File: src/logic/task_map_pkg.sv
// ####################
// Task mapper package
// Grid constants, coordinate and id types, PE id helper
// ####################

package task_map_pkg;

  // Grid geometry
  localparam int grid_dim = 4;
  localparam int id_row_stride = 8;

  typedef logic [1:0] coord_t;
  typedef logic [4:0] pe_id_t;
  typedef logic [2:0] dist_t;
  typedef logic [3:0] count_t;

  // Master controller tile, never allocated
  localparam coord_t ctrl_row = 2'd3;
  localparam coord_t ctrl_col = 2'd3;

  // Largest distance that still counts as a neighbour
  localparam int opt_dist = 2;

  // PE numbering is row times stride plus column
  function automatic pe_id_t pe_id(input coord_t row, input coord_t col);
    return pe_id_t'(row * id_row_stride + col);
  endfunction

endpackage

File: src/logic/task_req_if.sv
// ####################
// Request bus
// Captured task request from input side to selector
// ####################

`timescale 1ns/1ps

interface task_req_if;

  logic                 valid;
  logic                 root;
  task_map_pkg::coord_t row;
  task_map_pkg::coord_t col;
  logic                 app_end;

  modport src (
    output valid, root, row, col, app_end
  );

  modport dst (
    input valid, root, row, col, app_end
  );

endinterface

File: src/logic/map_result_if.sv
// ####################
// Placement bus
// Chosen PE and request fields from selector to output side
// ####################

`timescale 1ns/1ps

interface map_result_if;

  // One of valid or busy per request
  logic                 valid;
  logic                 busy;
  // Chosen PE position
  task_map_pkg::coord_t x;
  task_map_pkg::coord_t y;
  // Request fields carried along
  logic                 root;
  task_map_pkg::coord_t row;
  task_map_pkg::coord_t col;
  logic                 app_end;

  modport src (
    output valid, busy, x, y, root, row, col, app_end
  );

  modport dst (
    input valid, busy, x, y, root, row, col, app_end
  );

endinterface

File: src/logic/task_req_capture.sv
// ####################
// Request capture
// Registers the top-level request strobe and its fields
// ####################

`timescale 1ns/1ps

module task_req_capture (
  input  logic                 clk,
  input  logic                 rst_b,
  input  logic                 task_req,
  input  logic                 root,
  input  task_map_pkg::coord_t row,
  input  task_map_pkg::coord_t col,
  input  logic                 app_end,
  task_req_if.src              req
);

  // Strobes
  always_ff @(posedge clk) begin
    if (!rst_b) begin
      req.valid   <= 1'b0;
      req.app_end <= 1'b0;
    end else begin
      req.valid   <= task_req;
      req.app_end <= app_end;
    end
  end

  // Fields only load with a request
  always_ff @(posedge clk) begin
    if (task_req) begin
      req.root <= root;
      req.row  <= row;
      req.col  <= col;
    end
  end

endmodule

File: src/logic/pe_occupancy.sv
// ####################
// PE occupancy
// Busy map of the cluster with a release countdown per PE
// ####################

`timescale 1ns/1ps

module pe_occupancy #(
  parameter int hold_cycles = 20
) (
  input  logic                 clk,
  input  logic                 rst_b,
  input  logic                 alloc,
  input  task_map_pkg::coord_t alloc_x,
  input  task_map_pkg::coord_t alloc_y,
  output logic [task_map_pkg::grid_dim-1:0][task_map_pkg::grid_dim-1:0] busy_map
);

  localparam int cnt_w = $clog2(hold_cycles + 1);

  logic [cnt_w-1:0] cnt [task_map_pkg::grid_dim][task_map_pkg::grid_dim];

  // ####################
  // Countdowns
  // ####################

  // Allocation reloads, otherwise count down to zero
  always_ff @(posedge clk) begin
    if (!rst_b) begin
      for (int r = 0; r < task_map_pkg::grid_dim; r++) begin
        for (int c = 0; c < task_map_pkg::grid_dim; c++) begin
          cnt[r][c] <= '0;
        end
      end
    end else begin
      for (int r = 0; r < task_map_pkg::grid_dim; r++) begin
        for (int c = 0; c < task_map_pkg::grid_dim; c++) begin
          if (alloc && alloc_x == task_map_pkg::coord_t'(r) &&
              alloc_y == task_map_pkg::coord_t'(c)) begin
            cnt[r][c] <= cnt_w'(hold_cycles);
          end else if (cnt[r][c] != '0) begin
            cnt[r][c] <= cnt[r][c] - 1'b1;
          end
        end
      end
    end
  end

  // Busy while the countdown is running
  always_comb begin
    for (int r = 0; r < task_map_pkg::grid_dim; r++) begin
      for (int c = 0; c < task_map_pkg::grid_dim; c++) begin
        busy_map[r][c] = (cnt[r][c] != '0);
      end
    end
  end

endmodule

File: src/logic/pe_select.sv
// ####################
// PE selector
// Ranks free PEs by distance and idle neighbours, picks one per request
// ####################

`timescale 1ns/1ps

module pe_select (
  input  logic                 clk,
  input  logic                 rst_b,
  task_req_if.dst              req,
  input  logic [task_map_pkg::grid_dim-1:0][task_map_pkg::grid_dim-1:0] busy_map,
  output logic                 alloc,
  output task_map_pkg::coord_t alloc_x,
  output task_map_pkg::coord_t alloc_y,
  map_result_if.src            res
);

  logic [task_map_pkg::grid_dim-1:0][task_map_pkg::grid_dim-1:0] free_map;
  task_map_pkg::dist_t  cand_dist [task_map_pkg::grid_dim][task_map_pkg::grid_dim];
  task_map_pkg::count_t idle_cnt [task_map_pkg::grid_dim][task_map_pkg::grid_dim];

  task_map_pkg::coord_t last_x;
  task_map_pkg::coord_t last_y;
  task_map_pkg::coord_t ref_x;
  task_map_pkg::coord_t ref_y;

  logic                 found;
  task_map_pkg::coord_t best_x;
  task_map_pkg::coord_t best_y;
  task_map_pkg::dist_t  best_dist;
  task_map_pkg::count_t best_cnt;

  // Manhattan distance between two tiles
  function automatic task_map_pkg::dist_t grid_dist(
    input task_map_pkg::coord_t r0,
    input task_map_pkg::coord_t c0,
    input task_map_pkg::coord_t r1,
    input task_map_pkg::coord_t c1
  );
    task_map_pkg::dist_t dr;
    task_map_pkg::dist_t dc;
    dr = (r0 > r1) ? task_map_pkg::dist_t'(r0 - r1) : task_map_pkg::dist_t'(r1 - r0);
    dc = (c0 > c1) ? task_map_pkg::dist_t'(c0 - c1) : task_map_pkg::dist_t'(c1 - c0);
    return dr + dc;
  endfunction

  // ####################
  // Cost matrices
  // ####################

  // Controller tile is reserved and never counts as free
  always_comb begin
    for (int r = 0; r < task_map_pkg::grid_dim; r++) begin
      for (int c = 0; c < task_map_pkg::grid_dim; c++) begin
        free_map[r][c] = !busy_map[r][c] &&
                         !(task_map_pkg::coord_t'(r) == task_map_pkg::ctrl_row &&
                           task_map_pkg::coord_t'(c) == task_map_pkg::ctrl_col);
      end
    end
  end

  // Root tasks measure from the controller, child tasks from the last PE
  assign ref_x = req.root ? task_map_pkg::ctrl_row : last_x;
  assign ref_y = req.root ? task_map_pkg::ctrl_col : last_y;

  always_comb begin
    for (int r = 0; r < task_map_pkg::grid_dim; r++) begin
      for (int c = 0; c < task_map_pkg::grid_dim; c++) begin
        cand_dist[r][c] = grid_dist(task_map_pkg::coord_t'(r), task_map_pkg::coord_t'(c),
                                    ref_x, ref_y);
      end
    end
  end

  // Idle neighbours within opt_dist of each tile
  always_comb begin
    for (int r = 0; r < task_map_pkg::grid_dim; r++) begin
      for (int c = 0; c < task_map_pkg::grid_dim; c++) begin
        idle_cnt[r][c] = '0;
        for (int i = 0; i < task_map_pkg::grid_dim; i++) begin
          for (int j = 0; j < task_map_pkg::grid_dim; j++) begin
            if (free_map[i][j] &&
                grid_dist(task_map_pkg::coord_t'(r), task_map_pkg::coord_t'(c),
                          task_map_pkg::coord_t'(i), task_map_pkg::coord_t'(j)) != '0 &&
                grid_dist(task_map_pkg::coord_t'(r), task_map_pkg::coord_t'(c),
                          task_map_pkg::coord_t'(i), task_map_pkg::coord_t'(j))
                <= task_map_pkg::opt_dist) begin
              idle_cnt[r][c] = idle_cnt[r][c] + task_map_pkg::count_t'(1);
            end
          end
        end
      end
    end
  end

  // ####################
  // Ranking
  // ####################

  // Scan in id order so a remaining tie keeps the lowest id
  always_comb begin
    found     = 1'b0;
    best_x    = '0;
    best_y    = '0;
    best_dist = '1;
    best_cnt  = '0;
    for (int r = 0; r < task_map_pkg::grid_dim; r++) begin
      for (int c = 0; c < task_map_pkg::grid_dim; c++) begin
        if (free_map[r][c] &&
            (!found || cand_dist[r][c] < best_dist ||
             (req.root && cand_dist[r][c] == best_dist && idle_cnt[r][c] > best_cnt))) begin
          found     = 1'b1;
          best_x    = task_map_pkg::coord_t'(r);
          best_y    = task_map_pkg::coord_t'(c);
          best_dist = cand_dist[r][c];
          best_cnt  = idle_cnt[r][c];
        end
      end
    end
  end

  assign alloc   = req.valid && found;
  assign alloc_x = best_x;
  assign alloc_y = best_y;

  always_ff @(posedge clk) begin
    if (!rst_b) begin
      res.valid   <= 1'b0;
      res.busy    <= 1'b0;
      res.app_end <= 1'b0;
      last_x      <= task_map_pkg::ctrl_row;
      last_y      <= task_map_pkg::ctrl_col;
    end else begin
      res.valid   <= req.valid && found;
      res.busy    <= req.valid && !found;
      res.app_end <= req.app_end;
      if (alloc) begin
        last_x <= best_x;
        last_y <= best_y;
      end
    end
  end

  always_ff @(posedge clk) begin
    if (req.valid) begin
      res.x    <= best_x;
      res.y    <= best_y;
      res.root <= req.root;
      res.row  <= req.row;
      res.col  <= req.col;
    end
  end

endmodule

File: src/logic/task_id_map.sv
// ####################
// Task id table
// Records placed ids per task-graph cell, drives src_id and dest_id
// ####################

`timescale 1ns/1ps

module task_id_map (
  input  logic                  clk,
  input  logic                  rst_b,
  map_result_if.dst             res,
  output logic                  map_valid,
  output logic                  map_busy,
  output task_map_pkg::pe_id_t  src_id,
  output task_map_pkg::pe_id_t  dest_id
);

  task_map_pkg::pe_id_t id_tab [task_map_pkg::grid_dim][task_map_pkg::grid_dim];
  logic [task_map_pkg::grid_dim-1:0][task_map_pkg::grid_dim-1:0] id_ok;

  task_map_pkg::pe_id_t src_next;
  task_map_pkg::pe_id_t dest_next;

  // Child tasks point at the transposed cell when it holds an id
  // A flush in the same cycle hides the old entry
  always_comb begin
    src_next = task_map_pkg::pe_id(res.x, res.y);
    if (!res.root && id_ok[res.col][res.row] && !res.app_end) begin
      dest_next = id_tab[res.col][res.row];
    end else begin
      dest_next = src_next;
    end
  end

  always_ff @(posedge clk) begin
    if (!rst_b) begin
      map_valid <= 1'b0;
      map_busy  <= 1'b0;
      src_id    <= '0;
      dest_id   <= '0;
      id_ok     <= '0;
    end else begin
      map_valid <= res.valid;
      map_busy  <= res.busy;
      if (res.valid) begin
        src_id  <= src_next;
        dest_id <= dest_next;
      end
      // Flush first, then record the current placement
      if (res.app_end) begin
        id_ok <= '0;
      end
      if (res.valid) begin
        id_ok[res.row][res.col] <= 1'b1;
      end
    end
  end

  always_ff @(posedge clk) begin
    if (res.valid) begin
      id_tab[res.row][res.col] <= src_next;
    end
  end

endmodule

File: src/logic/task_mapper.sv
// ####################
// Task mapper top
// Capture, PE selection, occupancy and id table for one 4x4 cluster
// ####################

`timescale 1ns/1ps

module task_mapper #(
  parameter int hold_cycles = 20
) (
  input  logic                 clk,
  input  logic                 rst_b,
  input  logic                 task_req,
  input  logic                 root,
  input  task_map_pkg::coord_t row,
  input  task_map_pkg::coord_t col,
  input  logic                 app_end,
  output logic                 map_valid,
  output logic                 map_busy,
  output task_map_pkg::pe_id_t src_id,
  output task_map_pkg::pe_id_t dest_id
);

  task_req_if   req_bus ();
  map_result_if res_bus ();

  logic                 alloc;
  task_map_pkg::coord_t alloc_x;
  task_map_pkg::coord_t alloc_y;
  logic [task_map_pkg::grid_dim-1:0][task_map_pkg::grid_dim-1:0] busy_map;

  task_req_capture u_capture (
    .clk     (clk),
    .rst_b   (rst_b),
    .task_req(task_req),
    .root    (root),
    .row     (row),
    .col     (col),
    .app_end (app_end),
    .req     (req_bus.src)
  );

  pe_select u_select (
    .clk     (clk),
    .rst_b   (rst_b),
    .req     (req_bus.dst),
    .busy_map(busy_map),
    .alloc   (alloc),
    .alloc_x (alloc_x),
    .alloc_y (alloc_y),
    .res     (res_bus.src)
  );

  pe_occupancy #(
    .hold_cycles(hold_cycles)
  ) u_occupancy (
    .clk     (clk),
    .rst_b   (rst_b),
    .alloc   (alloc),
    .alloc_x (alloc_x),
    .alloc_y (alloc_y),
    .busy_map(busy_map)
  );

  task_id_map u_id_map (
    .clk      (clk),
    .rst_b    (rst_b),
    .res      (res_bus.dst),
    .map_valid(map_valid),
    .map_busy (map_busy),
    .src_id   (src_id),
    .dest_id  (dest_id)
  );

endmodule

File: config.mk
export PLATFORM = sky130hd
export DESIGN_NAME = task_mapper
export DESIGN_NICKNAME = d
export VERILOG_FILES = /design/src/logic/task_map_pkg.sv /design/src/logic/task_req_if.sv /design/src/logic/map_result_if.sv /design/src/logic/task_req_capture.sv /design/src/logic/pe_occupancy.sv /design/src/logic/pe_select.sv /design/src/logic/task_id_map.sv /design/src/logic/task_mapper.sv
export SDC_FILE = /design/constraint.sdc
export NUM_CORES = 1
export LEC_CHECK = 0
export BUFFER_PORTS_ARGS = -buffer_cell sky130_fd_sc_hd__buf_2
export CORE_MARGIN = 2
export CORE_UTILIZATION = 59
export DETAILED_ROUTE_END_ITERATION = 12
export PLACE_DENSITY = 0.83
export SETUP_SLACK_MARGIN = 0.2
export SLEW_MARGIN = 20
export SYNTH_ARGS = -nofsm -noshare
export SYNTH_HDL_FRONTEND = slang
export SYNTH_SLANG_ARGS = --single-unit
File: constraint.sdc
create_clock -name clk -period 27.4 [get_ports clk]
set_clock_uncertainty 0.1 [all_clocks]
set_input_delay 2.74 -clock clk [delete_from_list [all_inputs] [get_ports clk]]
set_output_delay 2.74 -clock clk [all_outputs]
set_load 0.01 [all_outputs]
## After elaboration in Yosys (flattened, before gate mapping)

Memories as Yosys holds them, arrays and structs flattened. A register that Yosys moved wholly into a read port is not among the register bits.
Index checks and enable logic that the tools add are counted.

- Memories: 2
- Register bits: 51
- Logic and storage cells: 730
- RAM bits: 160
- Output and inout port bits: 12
- Input port bits: 9

Memory list:

| memory | depth | width | rd ports | clocked after memory_dff | wr ports | RTL line | source |
|---|---|---|---|---|---|---|---|
| u_id_map.id_tab | 4 | 20 | 1 | 1 | 1 | task_id_map.sv:18 | `task_map_pkg::pe_id_t id_tab [task_map_pkg::grid_dim][task_map_pkg::grid_dim];` |
| u_occupancy.cnt | 4 | 20 | 4 | 0 | 4 | pe_occupancy.sv:21 | `logic [cnt_w-1:0] cnt [task_map_pkg::grid_dim][task_map_pkg::grid_dim];` |

- Reduce and logical (&&, ||, !) cells: 145
- Muxes and demuxes: 337
- Equal/unequal tests: 20
- Magnitude comparators: 43
- Bitwise gates (word level): 35
- Add/sub/neg operators: 125

Operator list:

| operator | count |
|---|---|
| 4-bit 2-to-1 mux | 103 |
| 4-bit by 1-bit adder with 4-bit output (second input constant) | 79 |
| 5-bit 2-to-1 mux | 36 |
| 1-bit 2-to-1 mux | 140 |
| 5-bit nonzero test | 16 |
| 5-bit by 1-bit subtractor with 5-bit output (second input constant) | 16 |
| 1-bit logical AND | 69 |
| 3-bit 2-to-1 mux | 22 |
| 4-bit greater-than comparator | 14 |
| 2-bit 2-to-1 mux | 26 |
| 16-bit 2-to-1 mux | 3 |
| 3-bit adder | 15 |
| 3-bit == test | 14 |
| 3-bit less-than comparator | 14 |
| 1-bit OR | 32 |
| 1-bit zero test | 30 |
| 1-bit logical OR | 28 |
| 20-bit 2-to-1 mux | 1 |
| 16-bit OR | 1 |
| 1-bit by 2-bit subtractor with 3-bit output (first input constant) | 4 |
| 2-bit by 2-bit subtractor with 3-bit output (first input constant) | 4 |
| 2-bit by 2-bit subtractor with 3-bit output (second input constant) | 4 |
| 5-bit binary-select mux with 2-bit select | 1 |
| 5-bit demux with 2-bit select | 1 |
| other kinds (16) | 32 |

## Depth between registers and ports, before layout

An unclocked memory read counts as a cell.

- Depth in word-level cells: 106
- Depth in mapped cells: 159
- Depth with buffers taken out: 145

## Cells and area by module

From an unflattened synthesis, not the netlist that was laid out.

- Cell total of the unflattened synthesis: 2091
- Area total of the unflattened synthesis: 19404.9 um^2

Modules (own cells, without submodules):

| module | instances | area each (um^2) | cells an instance | seq. area each (um^2) |
|---|---|---|---|---|
| pe_select | 1 | 10822.9 | 1415 | 410.4 |
| pe_occupancy | 1 | 4692.0 | 437 | 2352.3 |
| task_id_map | 1 | 3687.3 | 230 | 2442.3 |
| task_req_capture | 1 | 202.7 | 9 | 190.2 |

## Worst setup path after synthesis

No wires, ideal clock.

- Path kind: reg2reg
- Start: memory u_occupancy.cnt[0][5] (netlist name)
- End: memory u_occupancy.cnt[2][17] (netlist name) (data pin)
- Required time: 27.044 ns
- Arrival: 26.852 ns
- Stages on the path, launching flop included: 145
- Period minus slack after synthesis: 27.208 ns
- Slack: 0.192 ns
- Setup time: 0.256 ns
- Buffers on the path: 17
- Cell sequence: edfxtp_1 -> inv_1 -> ha_1 -> or4b_4 -> buf_6 -> ha_1 -> xnor2_1 -> inv_1 -> ha_1 -> nor2_1 -> o21ai_0 -> o31ai_1 -> xnor2_1 -> mux2_2 -> ha_1 -> nand2_1 -> nand2_1 -> ha_1 -> (+109 left out) -> o21a_1 -> o21a_1 -> o21ai_0 -> nand3_1 -> nand2_1 -> clkbuf_8 -> mux2_2 -> ha_1 -> nor2b_1 -> o21ai_0 -> nand2b_1 -> a31oi_1 -> nor2_1 -> nand3_1 -> nor4b_1 -> nand4_1 -> buf_2 -> o211a_1

RTL lines:

| element | RTL line |
|---|---|
| start, declared | pe_occupancy.sv:21 |

==> flow_summary.ini <==
[worst_setup_path]
cp-end-kind = flip-flop
path_common_cell = ha_1
critical_path_class = reg2reg
critPathBufInv = 13
cpMaxStageDelayCell = or4b_4
critPathMaxStageDelay_ps = 490
path_delay_family = compound AO/OA/AOI/OAI gates
crit_path_start_kind = flip-flop
critPathMaxFanout = 11
cp.required_ps = 27460
critPathArrivalTime_ps = 26330

[clocking]
cts_buffers = 17
h-tree-depth = 4
cts.sinks = 190
clkTransAtPathRegs_ps = 70
cts_buffer_depth = 2
clk_latency_ps = 440
cts_tree = done
clockRootBuffer = clkbuf_16

[synth]
ys_top_cells_by_area = edfxtp_1, ha_1, xnor2_1
syn-instance-count = 2040
synth-seq-cells = 190
synth-edff-count = 148
synth_top_area_cell = edfxtp_1
syn_area_per_cell_um2 = 9.03
yosys_warnings = 0
netlist_area_mm2 = 0.0184
synth_top_area_frac = 0.241
async_flop_share = 0
ys_types = 98
ys_seq_area_frac = 0.287
synth-main-ff-cell = edfxtp_1

[sta]
fin_crit_sh = 0.959
worstMarginPinSlew_ps = 1020
fin_crit_ps = 26280
setup_viol_count_final = 0
max-slew-margin-rel = 0.313
fmax_ghz = 0.0381
finalWorstSetupSlack_ps = 1120
final_max_slew_viol_count = 0
hold_violations = 0

[global_routing]
grt.overflow.total = 0
grt_pass1_wl_um = 78900
grt_pass1_vias = 15500
grt_max_degree = 55
antenna_found_initial = 0
grt_usage = 0.300

[floorplanning]
core_mm2 = 0.0307
start_util = 0.600
rows = 64
die_x_um = 181
io_pins = 21
die_area_mm2 = 0.0326
die_y_um = 181

[status]
status = completed

[placement]
dpl.hpwl_um = 36800
dp.cells = 2398
finalWeightedCongestion = 1.01
place_ws_ps = -1190
io_buffers = 18

[routing]
ant_nets = 0
routed_via_density = 6.45
avgRoutedWirePerCell_um = 20.5
vias = 15900
post-route-drc-count = 0
drtIter0Drc = 1542
drt-total-wl_um = 50700
drtPass1Iterations = 5

[layout]
nFillCells = 2320
nets = 2293
area_delta_synth_final_pct = 10.1
n_antenna_cell = 0
drive_gt1_frac = 0.158
finalNonFillerCells = 2472

[worst_hold_path]
hold_class = reg2reg

[flow_run]
maxCapViolCount = 0
## layer usage
layer | up-vias | GRT usage | part of all wire | wire length [um]
met1 | 7586 | 0.385 | 0.40 | 20100
met3 | 200 | 0.0376 | 0.084 | 4240
li1 | 7326 | - | - | -
met5 | - | 0 | 0 | 0
met2 | 827 | 0.501 | 0.47 | 24000
met4 | 0 | 0.148 | 0.046 | 2310
## synthesized netlist by cell type, types with 8 or more instances
| master | number |
|---|---|
| nor3_1 | 37 |
| nand2b_1 | 22 |
| o21ai_0 | 78 |
| buf_2 | 14 |
| a211oi_1 | 16 |
| a21oi_1 | 112 |
| a21o_1 | 12 |
| inv_1 | 118 |
| a31oi_1 | 21 |
| a41oi_1 | 12 |
| mux2i_1 | 29 |
| xor2_1 | 53 |
| edfxtp_1 | 148 |
| mux2_2 | 27 |
| nand3b_1 | 11 |
| dfxtp_1 | 42 |
| fa_1 | 14 |
| ha_1 | 207 |
| clkbuf_8 | 8 |
| clkbuf_1 | 72 |
| nand3_1 | 63 |
| xnor3_1 | 8 |
| and3_1 | 29 |
| o21a_1 | 27 |
| buf_1 | 12 |
| o211ai_1 | 22 |
| and2_1 | 18 |
| nand2_1 | 227 |
| o22ai_1 | 8 |
| mux4_2 | 25 |
| nand4_1 | 32 |
| nor2b_1 | 24 |
| nor2_1 | 212 |
| xnor2_1 | 121 |
## cell type report
type	instances	area (um2)	area share
clock inverter	14	175	0.00865
sequential	190	5290	0.261
clock buffer	18	429	0.0212
tap	396	495	0.0245
timing repair buffer	114	832	0.0411
multi-input combinational	1615	12500	0.619
inverter	125	503	0.0248
## worst paths after layout
kind / start / end / slack, ps / cells after the start
worst min register to register: u_capture.req.row[1] / u_select.res.row[1] / 330 / 0
worst max-delay path: u_occupancy.cnt[0][5] / u_occupancy.cnt[0][9] / 1120 / 139
worst min-delay path: u_capture.req.row[1] / u_select.res.row[1] / 330 / 0
worst max register to register: u_occupancy.cnt[0][5] / u_occupancy.cnt[0][9] / 1120 / 139
## cells in the final DEF (no fill, tap or decap), drive strengths merged, types with 20 or more instances in the layout
cell,count
and3,29
mux2,27
xor2,53
nand2b,23
nor2,213
o211ai,23
buf,113
inv,127
o21ai,84
mux4,25
mux2i,29
nand3,63
xnor2,131
nand2,229
ha,207
and2,20
nor2b,24
o21a,27
nor3,37
nand4,32
a21oi,112
edfxtp,148
dfxtp,42
a31oi,21
## state kept, by name (all words and copies together) (netlist names), 2 cells and up, named ones only
register,cells
u_select.res.x,2
u_capture.req.row,2
u_occupancy.cnt,75
u_select.res.y,2
u_select.res.col,2
u_id_map.dest_id,4
u_id_map.id_tab,64
u_capture.req.col,2
u_id_map.src_id,4
u_select.last_y,2
u_select.last_x,2
u_select.res.row,2
u_id_map.id_ok,16
## through the flow
| step | area (um2) | hold WS (ps) | TNS [ps] | utilization |
|---|---|---|---|---|
| 3_5_place_dp | 18900 | 315 | -69020 | 0.616 |
| 4_1_cts | 19600 | 333 | 0 | 0.640 |
| 3_3_place_gp | 18900 | 308 | -3880 | 0.616 |
| 6_report | 20300 | 333 | 0 | 0.661 |
| 2_1_floorplan | 18400 | 300 | 0 | - |
| 5_1_grt | 20300 | 355 | -8570 | 0.661 |
## worst register-to-register path: cells and delay by family, from the launching register on
family | cells | cell delay [ps]
fa+ha+maj | 18 | 4850
xor+xnor | 3 | 470
compound gates | 67 | 11790
mux | 3 | 1000
buf+inv | 13 | 1890
flops | 1 | 410
simple gates | 35 | 5450
## cell families after synthesis
family | synth area share
compound gates | 0.137
xor+xnor | 0.113
fa+ha+maj | 0.156
buf+inv | 0.0584
flops | 0.287
mux | 0.0629
other cells | 0.000204
simple gates | 0.185
## repair_timing
action,in CTS,in global routing
setup endpoints to repair,108,110
hold buffers,0,0
resized for setup,21,97
setup buffers,7,29
pin swaps,6,31
cloned,0,6
Power is left out: the tool's default activity adds up to more than one toggle a clock period on the data nets, which glitch-free logic cannot reach.
